**src/hw/glb_pkg.sv**
```systemverilog
`default_nettype none

package glb_pkg;

    localparam int GLB_ADDR_W = 32;
    localparam int GLB_DATA_W = 32;
    localparam int GLB_WEB_W  = 4;
    localparam int GLB_HALF_W = GLB_DATA_W / 2;   // one lane of the data word

    typedef logic [GLB_ADDR_W-1:0] glb_addr_t;
    typedef logic [GLB_DATA_W-1:0] glb_data_t;
    typedef logic [GLB_WEB_W-1:0]  glb_web_t;
    typedef logic [GLB_HALF_W-1:0] glb_half_t;

    // byte-enable codes understood by the GLB
    localparam glb_web_t WEB_LO_HALF = 4'b0011;   // low half-word only
    localparam glb_web_t WEB_HI_HALF = 4'b1100;   // high half-word only
    localparam glb_web_t WEB_FULL    = 4'b1111;   // both halves

    typedef struct packed {
        glb_half_t hi;
        glb_half_t lo;
    } glb_lanes_t;

    // same 32 bits, seen as a flat word or as two lanes
    typedef union packed {
        glb_data_t  word;
        glb_lanes_t lanes;
    } glb_word_u;

    // registered write command on the shared port
    typedef struct packed {
        logic      write;
        glb_addr_t addr;
        glb_web_t  web;
    } glb_cmd_t;

endpackage

`default_nettype wire

```
**src/hw/glb_port_mux.sv**
```systemverilog
`timescale 1ns/100ps
`default_nettype none

module glb_port_mux (
    input  glb_pkg::glb_cmd_t  cmd_i,
    input  glb_pkg::glb_data_t wdata_i,
    input  logic               read_i,
    input  glb_pkg::glb_addr_t read_addr_i,
    output logic               glb_write_o,
    output glb_pkg::glb_addr_t glb_addr_o,
    output glb_pkg::glb_web_t  glb_write_web_o,
    output glb_pkg::glb_data_t glb_write_data_o
);

    import glb_pkg::*;

    glb_word_u src_w;   // unsteered word from the fifo
    glb_word_u dst_w;   // word as it goes onto the bus

    assign glb_write_o     = cmd_i.write;
    assign glb_write_web_o = cmd_i.web;

    // write owns the address when both are up
    always_comb begin
        if (cmd_i.write) begin
            glb_addr_o = cmd_i.addr;
        end else if (read_i) begin
            glb_addr_o = read_addr_i;
        end else begin
            glb_addr_o = '0;
        end
    end

    assign src_w.word = wdata_i;

    // psum sits in the low half of the source, moved to the lane the mask opens
    always_comb begin
        dst_w.word = '0;
        case (cmd_i.web)
            WEB_LO_HALF: dst_w.lanes.lo = src_w.lanes.lo;
            WEB_HI_HALF: dst_w.lanes.hi = src_w.lanes.lo;
            WEB_FULL:    dst_w.word     = src_w.word;
            default:     dst_w.word     = '0;   // unknown mask drives nothing
        endcase
    end

    assign glb_write_data_o = dst_w.word;

endmodule

`default_nettype wire

```
**config.mk**
```make
export PLATFORM = sky130hd
export DESIGN_NAME = glb_port_mux
export DESIGN_NICKNAME = d
export VERILOG_FILES = /design/src/hw/glb_pkg.sv /design/src/hw/glb_port_mux.sv
export SDC_FILE = /design/constraint.sdc
export NUM_CORES = 1
export LEC_CHECK = 0
export BUFFER_PORTS_ARGS = -buffer_cell sky130_fd_sc_hd__buf_2
export CORE_AREA = 2 2 66 68
export DETAILED_ROUTE_END_ITERATION = 12
export DIE_AREA = 0 0 68 70
export GPL_TIMING_DRIVEN = 0
export PLACE_DENSITY = 0.71
export SLEW_MARGIN = 20
export SYNTH_ARGS = -nofsm -noshare
export SYNTH_HDL_FRONTEND = slang
export SYNTH_SLANG_ARGS = --single-unit
export TNS_END_PERCENT = 5
```
**constraint.sdc**
```tcl
create_clock -name vclk -period 1.16
set_clock_uncertainty 0.1 [all_clocks]
set_input_delay 0.174 -clock vclk [all_inputs]
set_output_delay 0.174 -clock vclk [all_outputs]
set_load 0.05 [all_outputs]
```
* After elaboration in Yosys (flattened, before gate mapping)
Index checks and enable logic that the tools add are counted.
Widths: inputs -> output; s select.
** Word-level totals
- Output and inout port bits :: 69
- Input port bits :: 102
- Register bits :: 0
** Operators by class
- Multiplexer cells :: 4
- Equal/unequal tests :: 3
- Reduce and logical (&&, ||, !) cells :: 1
** Operators with widths (count)
- $mux 32 :: 2
- $pmux 16 s2 :: 1
- $mux 16 :: 1
- $eq 4x4->1 const B :: 2
- $eq 4x2->1 const B :: 1
- $reduce_or 2->1 :: 1

* Longest topological paths before layout
Gate-level depths: netlist of the first run.
- Depth in word-level cells :: 3
- Gate-level depth with buffers :: 4
- Mapped depth without buffers :: 2

* Worst setup path before layout of the first run
OpenSTA, ideal clock, no wires.
- Kind :: input to output
- Start point :: in cmd_i[3] (netlist bit)
- End point :: out glb_write_data_o[10]
- Stages on the path :: 3
- Path buffers :: 1
- Slack :: -0.831 ns
- Data arrival time :: 1.717 ns
- Required time :: 0.886 ns
- Cell sequence :: xor2_2 > buf_4 > nor3b_1
** Between the ends
- Longest elaborated chain between the ends :: 3
- Elaborated cells on any way between the ends :: 4
** RTL lines
- start, declared :: line glb_port_mux.sv:5 : input glb_pkg::glb_cmd_t cmd_i,
- $eq 4x4->1 or $eq 4x2->1 (tied branches) :: line glb_port_mux.sv:39 : case (cmd_i.web)
- $reduce_or 2->1 (no line) *
- $mux 16 * :: line glb_port_mux.sv:39
- end, declared :: line glb_port_mux.sv:12 : output glb_pkg::glb_data_t glb_write_data_o
Every way passes the cells marked *; elsewhere a longest branch is shown, timed or not.

* Worst setup path in the final report of the first run
- Start point :: in cmd_i[0] (netlist bit)
- End point :: out glb_write_data_o[22]
** Between the ends
- Longest elaborated chain between the ends :: 2
- Elaborated cells on any way between the ends :: 3
** RTL lines (line)
- $eq 4x4->1 :: glb_port_mux.sv:39
- $pmux 16 s2 * :: glb_port_mux.sv:39
Marked as above.

==> impl_results.md, run 1 <==
* Clock buffers at 0
* Detailed Routing Iterations Pass 1 at 4
* # diodes at 0
* Die Width at between 60 and 70 um
* Synth Cell Area at between 800 and 900 um2
* Post-CTS Hold Buffers at 0
* CP Class: primary input to output pin
* Routed wire per std cell at between 15 and 20 um
* Final Cycle Share at 123.2%
* Worst hold start: cmd_i[36]
* FFs & Latches at 0
* Sequential cell area at 0 um2
* Pleak at ~1.4 nW
* Core area at just over 4000 um2
* Initial antenna violation count at 0
* Most frequent cells in the layout: buf_2 (103), buf_6 (63), a22o_2 (29), nand3_1 (16), nor3b_4 (16)
* Syn_nets at 225
* Fin crit period at roughly 1.4 ns
* Syn avg cell area at 7.131 um2
* First-pass GRT wire length at 9.239 mm
* Measured slew at the worst slew-check pin at roughly 0.26 ns
* Area delta synth->final at 226.7%
* Detailed Route WL at 6.260 mm
* Pins over their slew limit at 0
* Post-DP Area at about 2200 um2
* Crit path DAT at roughly 1.2 ns
* PortBufs at 170
* Slew headroom at between 80 and 90%
* CP startpoint kind: primary input
* Maximum vdd drop at 327.5 uV
* Pre-CTS WS at -0.6180 ns
* Fmax at 700.0 MHz
* HPWL Detailed at ~4.5 mm
* Largest net degree at the start of global routing at 11
* Seq/Total Area, Yosys at 0%
* Detailed router's first-iteration violation count at 58
* Share of layout cells above drive strength 1 at about 90%
* Max Cap Viol at 0
* Fillers at a little over 300
* Crit path max fanout at 8
* Final ANT Viol Nets at 0
* Die height at approximately 70 um
* Final instance area at ~2900 um2
* Initial core utilization at between 20% and 30%
* Yosys top cell by area: a22o_1
* Ranking of synthesized cells by area: a22o_1 (31%), or3b_1 (16%), nor3b_1 (12%)
* Final #Nets at roughly 400
* Unrepaired setup endpoints after global routing: yes
* Commonest non-fill, non-tap cell in the layout: buf_2
* Critical Path Start: cmd_i[0]
* Setup ws final at -0.2686 ns
* Gate Count Post-Synth at ~120
* FP Rows at 24
* Crit. End Element: output pin
* Die area at 4760 um2
* Violated checks: setup timing
* Total gr overflow at 0
* Synth warn at 0
* Top cell type's share of synthesized area at a little under a third
* PD cells at 537.8 nW/um2
* Overall Global Routing Usage at about a quarter
* Via count of the first global-routing pass at about 1,900
* Tot Pwr at approximately 1.5 mW
* Final Hold Violating Endpoints at 0
* Hold crit path type: primary input to output pin
* Routed vias at about 1,800
* Io pins at about 170
* Yosys cell types at 14
* Outcome: finished with violations
* Drt via density at 5.183
* Endpoints failing setup at 62
* Placer congestion estimate at between 0.8 and 0.9
* Required time worst endpoint at roughly 0.89 ns
* Residual DRC count at 0
per-stage QoR:
step / utilization (%) / hold WS, ns / instances / setup TNS (ns)
2_1_floorplan: - / 0.4151 / 123 / -9.154
3_3_place_gp: 52.99 / 0.5552 / 345 / -25.10
3_5_place_dp: 52.99 / 0.5552 / 345 / -25.61
4_1_cts: 67.66 / 0.5552 / 350 / -8.045
5_1_grt: 69.14 / 0.5586 / 350 / -9.936
6_report: 69.14 / 0.5549 / 350 / -7.788
what timing repair did:
item                                    4_1_cts  5_1_grt
pin swaps                                    26        4
setup buffers                                 3        0
endpoints found under the setup margin       64       64
cloned                                        2        0
gates resized for setup                     182       18
path summary, 6_finish.rpt:
kind | slack (ns) | end | cells after the start
worst max-delay path | -0.27 | glb_write_data_o[22] | 5
worst min-delay path | 0.55 | glb_write_o | 2
layout make-up:
type | instances | area (um2) | share of cell area [%]
timing repair buffer | 175 | 1391 | 48.56
multi-input combinational | 102 | 1187 | 41.44
tap | 52 | 65.06 | 2.271
buffer | 21 | 221.5 | 7.729
synthesized netlist by cell type (all sizes together):
master  count
o21ai       1
nand2       4
nand3      16
buf        16
clkbuf      5
a22o       31
nor3b      16
or3b       16
nor2b       1
xor2        1
a21oi      16
critical path, stage by stage:
cell and delay, ns:
buf_12 0.12, buf_8 0.12, or3b_4 0.41, a21oi_4 0.16, buf_6 0.17
routing by layer:
layer | track usage, % | vias up | wire, um
li1 | - | 832 | -
met1 | 25.93 | 863 | 2202
met2 | 49.41 | 111 | 3430
met3 | 3.865 | 8 | 539
met4 | 3.111 | 0 | 87
met5 | 0 | - | 0
where the power goes:
part           internal, mW  switching, mW  total (mW)  leakage (nW)
logic                 0.668          0.872        1.54          1.36
registers                 0              0           0             0
clock network             0              0           0             0
total                 0.668          0.872        1.54          1.36
logic make-up after synthesis:
| logic type | share of synthesized area, % |
|---|---|
| AND/OR/NAND/NOR | 42.37 |
| AO/OA/AOI/OAI | 40.66 |
| buffers and inverters | 15.12 |
| XOR/XNOR | 1.855 |
(Power assumes the default switching activity.)
==> inputs of run 2 (changes only) <==
--- a/config.mk
+++ b/config.mk
@@ -11,6 +11,7 @@
 export DIE_AREA = 0 0 68 70
 export GPL_TIMING_DRIVEN = 0
 export PLACE_DENSITY = 0.71
+export REMOVE_ABC_BUFFERS = 1
 export SLEW_MARGIN = 20
 export SYNTH_ARGS = -nofsm -noshare
 export SYNTH_HDL_FRONTEND = slang
==> impl_results.md, run 2 (synthesized netlist as in run 1, its figures left out) <==
* Residual DRC count at 0
* Largest net degree at the start of global routing at 36
* Worst hold slack at a little under 0.6 ns
* Most frequent cells in the layout: buf_2 (103), buf_6 (59), a22o_1 (30), nand3_1 (16), nor3b_2 (15)
* Net Sw Frac at roughly three fifths
* First-pass GRT wire length at 7.224 mm
* Post-DP Area at 1679 um2
* Via count of the first global-routing pass at between 1,500 and 2,000
* WP buf/inv at 2
* Final ANT Viol Nets at 0
* Crit path DAT at approximately 1 ns
* Outcome: finished with violations
* Setup TNS at -5.275 ns
* Initial antenna violation count at 0
* CP top delay family: simple AND/OR/NAND/NOR gates
* Crit. End Element: output pin
* Sequential cell area at 0 um2
* Io pins at between 150 and 200
* Hold crit path type: primary input to output pin
* Required time worst endpoint at 0.89 ns
* Slew headroom at between 70% and 80%
* Overall Global Routing Usage at 18.84%
* Post-CTS Hold Buffers at 0
* PortBufs at roughly 170
* Cell with the largest stage delay on the worst path: or3b_1
* Max Cap Viol at 0
* Clock buffers at 0
* Initial core utilization at between 20% and 30%
* Cell Chain, Critical Path: clkbuf_16 -> or3b_1 -> a21oi_2 -> buf_6
* Pre-CTS WS at -0.8360 ns
* Fmax at 764.2 MHz
* Endpoints failing setup at between 60 and 70
* Pins over their slew limit at 0
* Die height at roughly 70 um
* Sw power at 0.7881 mW
* Crit path max fanout at 8
* Routed vias at between 1,500 and 2,000
* Final #Nets at 387
* Final core utilization at about three fifths
* # diodes at 0
* Setup ws final at -0.1486 ns
* PD cells at 539.8 nW/um2
* FFs & Latches at 0
* CP startpoint kind: primary input
* FP Rows at 24
* Placed cell count at 326
* Unrepaired setup endpoints after global routing: yes
* Clock power frac at 0%
* Int Pwr at about 0.57 mW
* Comb pwr share at 100.0%
* Commonest non-fill, non-tap cell in the layout: buf_2
* Area delta synth->final at 186.4%
* Fin crit period at around 1.3 ns
* Tot Pwr at 1.356 mW
* CP Class: primary input to output pin
* Share of layout cells above drive strength 1 at 77.03%
* Pleak at 1.205 nW
* HPWL Detailed at around 3.2 mm
* Worst path max stage delay at roughly 0.4 ns
* Die Width at 68 um
* Placer congestion estimate at 0.7369
* Final instance area at roughly 2500 um2
* Fillers at 330
* Detailed Routing Iterations Pass 1 at 4
* Die area at about 4800 um2
* Measured slew at the worst slew-check pin at between 0.3 and 0.4 ns
* Drt via density at 5.072
* Total gr overflow at 0
* Final Hold Violating Endpoints at 0
* Routed wire per std cell at approximately 17 um
* Violated checks: setup timing
* Flop pwr share at 0%
* Maximum vdd drop at 318.6 uV
* Detailed router's first-iteration violation count at 42
* Core area at a little over 4000 um2
* Detailed Route WL at about 5.6 mm
* Final Cycle Share at 112.8%
* Finished Layout Cells at between 300 and 400
run 2: changes by cell type in the layout (fill, tap and decap cells not counted), sizes merged:
cell	change
clkbuf	+1
xor2	+1
buf	-17
run 2: final cells by class:
cell class	instances	area (um2)	area share [%]
timing repair buffer	180	1500	59.71
multi-input combinational	103	947.2	37.70
tap	52	65.06	2.590
run 2: repair_timing:
action / CTS / global route
gates resized for setup: 148 / 36
gates cloned: 1 / 5
pin swaps: 35 / 24
endpoints found under the setup margin: 67 / 63
setup buffers: 2 / 1
run 2: power groups by stage:
stage	Sequential, mW	Combinational, mW	Clock (mW)
after floorplan	0	0.611	0
after global placement	0	0.989	0
after detailed placement	0	1.00	0
after CTS	0	1.24	0
after global routing	0	1.41	0
final	0	1.36	0
run 2: worst paths after layout:
check | start | endpoint | slack (ns) | cells after the start
setup / recovery | cmd_i[0] | glb_write_data_o[28] | -0.15 | 4
hold / removal | cmd_i[3] | glb_write_web_o[3] | 0.58 | 2
run 2: layer usage:
layer | wire length (um) | up-vias | track usage (%) | part of all wire, %
met2 | 3258 | 97 | 38.08 | 58
met5 | 0 | - | 0 | 0
met4 | 88 | 0 | 3.333 | 1.6
met1 | 1849 | 792 | 19.29 | 33
met3 | 438 | 10 | 3.060 | 7.8
li1 | - | 800 | - | -
==> inputs of run 3 (changes only) <==
--- a/config.mk
+++ b/config.mk
@@ -10,8 +10,8 @@
 export DETAILED_ROUTE_END_ITERATION = 12
 export DIE_AREA = 0 0 68 70
 export GPL_TIMING_DRIVEN = 0
+export MAX_ROUTING_LAYER = met4
 export PLACE_DENSITY = 0.71
-export REMOVE_ABC_BUFFERS = 1
 export SLEW_MARGIN = 20
 export SYNTH_ARGS = -nofsm -noshare
 export SYNTH_HDL_FRONTEND = slang
==> impl_results.md, run 3 (synthesized netlist as in run 1, its figures left out) <==
* Outcome: finished with violations
* Violated checks: setup timing
* Placer congestion estimate at between 0.8 and 0.9
* Maximum vdd drop at 327.3 uV
* Fin crit period at about 1.4 ns
* Hold crit path type: primary input to output pin
* Detailed router's first-iteration violation count at between 50 and 60
* Via count of the first global-routing pass at approximately 1,900
* Sequential cell area at 0 um2
* Met2 wire len at 3.460 mm
* Pre-CTS WS at -0.6180 ns
* Final ANT Viol Nets at 0
* Initial antenna violation count at 0
* FFs & Latches at 0
* Core area at around 4100 um2
* Worst hold start: cmd_i[36]
* HPWL Detailed at 4.481 mm
* Routed wire per std cell at between 15 and 20 um
* Most frequent cells in the layout: buf_2 (103), buf_6 (64), a22o_2 (30), nand3_1 (16), nor3b_4 (16)
* Final core utilization at between 60% and 70%
* Worst hold path endpoint: glb_write_o
* Max Cap Viol at 0
* Final Cycle Share at 123.1%
* Unrepaired setup endpoints after global routing: yes
* Placed cell count at 345
* Initial core utilization at 21.17%
* Drt via density at 5.154
* Overall Global Routing Usage at around a quarter
* Finished Layout Cells at 350
* Final instance area at roughly 2900 um2
* Hold Crit Depth at 2
* Pins over their slew limit at 0
* Setup ws final at -0.2678 ns
* Required time worst endpoint at just under 0.9 ns
* # diodes at 0
* Area delta synth->final at 225.3%
* DR top layer: met4
* Crit. End Element: output pin
* Detailed Route WL at roughly 6.2 mm
* Detailed Routing Iterations Pass 1 at 4
* Die Width at just under 70 um
* Die area at ~4800 um2
* Met3 WL at around 510 um
* Final #Nets at ~400
* FP Rows at 24
* Metal1 wirelength at approximately 2.2 mm
* Clock buffers at 0
* Measured slew at the worst slew-check pin at about 0.26 ns
* PD cells at ~540 nW/um2
* Crit path DAT at between 1 and 1.5 ns
* Crit path max fanout at 8
* Post-DP Area at between 2000 and 2500 um2
* Io pins at ~170
* Fmax at 700.4 MHz
* Total gr overflow at 0
* Commonest non-fill, non-tap cell in the layout: buf_2
* Endpoints failing setup at 62
* Slew headroom at about 83%
* Final Hold Violating Endpoints at 0
* Share of layout cells above drive strength 1 at between 90% and 100%
* CP Class: primary input to output pin
* Pleak at approximately 1.4 nW
* PortBufs at 170
* Largest net degree at the start of global routing at 11
* First-pass GRT wire length at between 9 and 10 mm
* Die height at approximately 70 um
* Routed vias at about 1,800
* CP startpoint kind: primary input
* Residual DRC count at 0
* Tot Pwr at ~1.5 mW
* Fillers at 304
run 3: critical path, stage by stage:
cell      delay [ns]
buf_12          0.12
clkbuf_8        0.15
or3b_4          0.39
a21oi_4         0.16
buf_6           0.17
run 3: final cells by class:
cell class | instances | area, um2 | share of cell area (%)
repair buffers | 175 | 1388 | 48.64
multi-input cells | 102 | 1180 | 41.36
plain buffers | 21 | 220.2 | 7.719
well taps | 52 | 65.06 | 2.281
run 3: how the worst max path moves through the flow:
| stage | startpoint | end | slack, ns | cells past startpoint |
|---|---|---|---|---|
| after global routing | cmd_i[0] | glb_write_data_o[28] | -0.29 | 5 |
| after floorplan | cmd_i[3] | glb_write_data_o[10] | -0.21 | 3 |
| after global placement | cmd_i[3] | glb_write_data_o[26] | -0.60 | 5 |
| after detailed placement | cmd_i[3] | glb_write_data_o[19] | -0.62 | 5 |
| final | cmd_i[1] | glb_write_data_o[22] | -0.27 | 5 |
| after CTS | cmd_i[1] | glb_write_data_o[22] | -0.26 | 5 |
run 3: timing repair:
item                                    in CTS  in global routing
cloned                                       2                  0
pin swaps                                   26                  3
hold buffers                                 0                  0
gates resized for setup                    182                 15
endpoints found under the setup margin      64                 64
buffers inserted                             3                  0
run 3: report_power, final:
part | total (mW) | internal [mW] | switching, mW
clock | 0 | 0 | 0
sequential | 0 | 0 | 0
combinational | 1.53 | 0.663 | 0.870
run 3: routing by layer:
| metal | vias to the layer above | track usage (%) |
|---|---|---|
| met5 | - | - |
| met4 | 0 | 3.111 |
| met3 | 8 | 2.415 |
| met2 | 115 | 49.41 |
| met1 | 850 | 26.91 |
| li1 | 831 | - |
run 3: metrics by stage:
stage / TNS [ns] / hold WS [ns]
final: -7.863 / 0.5553
after global routing: -9.847 / 0.5586
after CTS: -8.045 / 0.5552
after detailed placement: -25.61 / 0.5552
after global placement: -25.10 / 0.5552
after floorplan: -9.154 / 0.4151
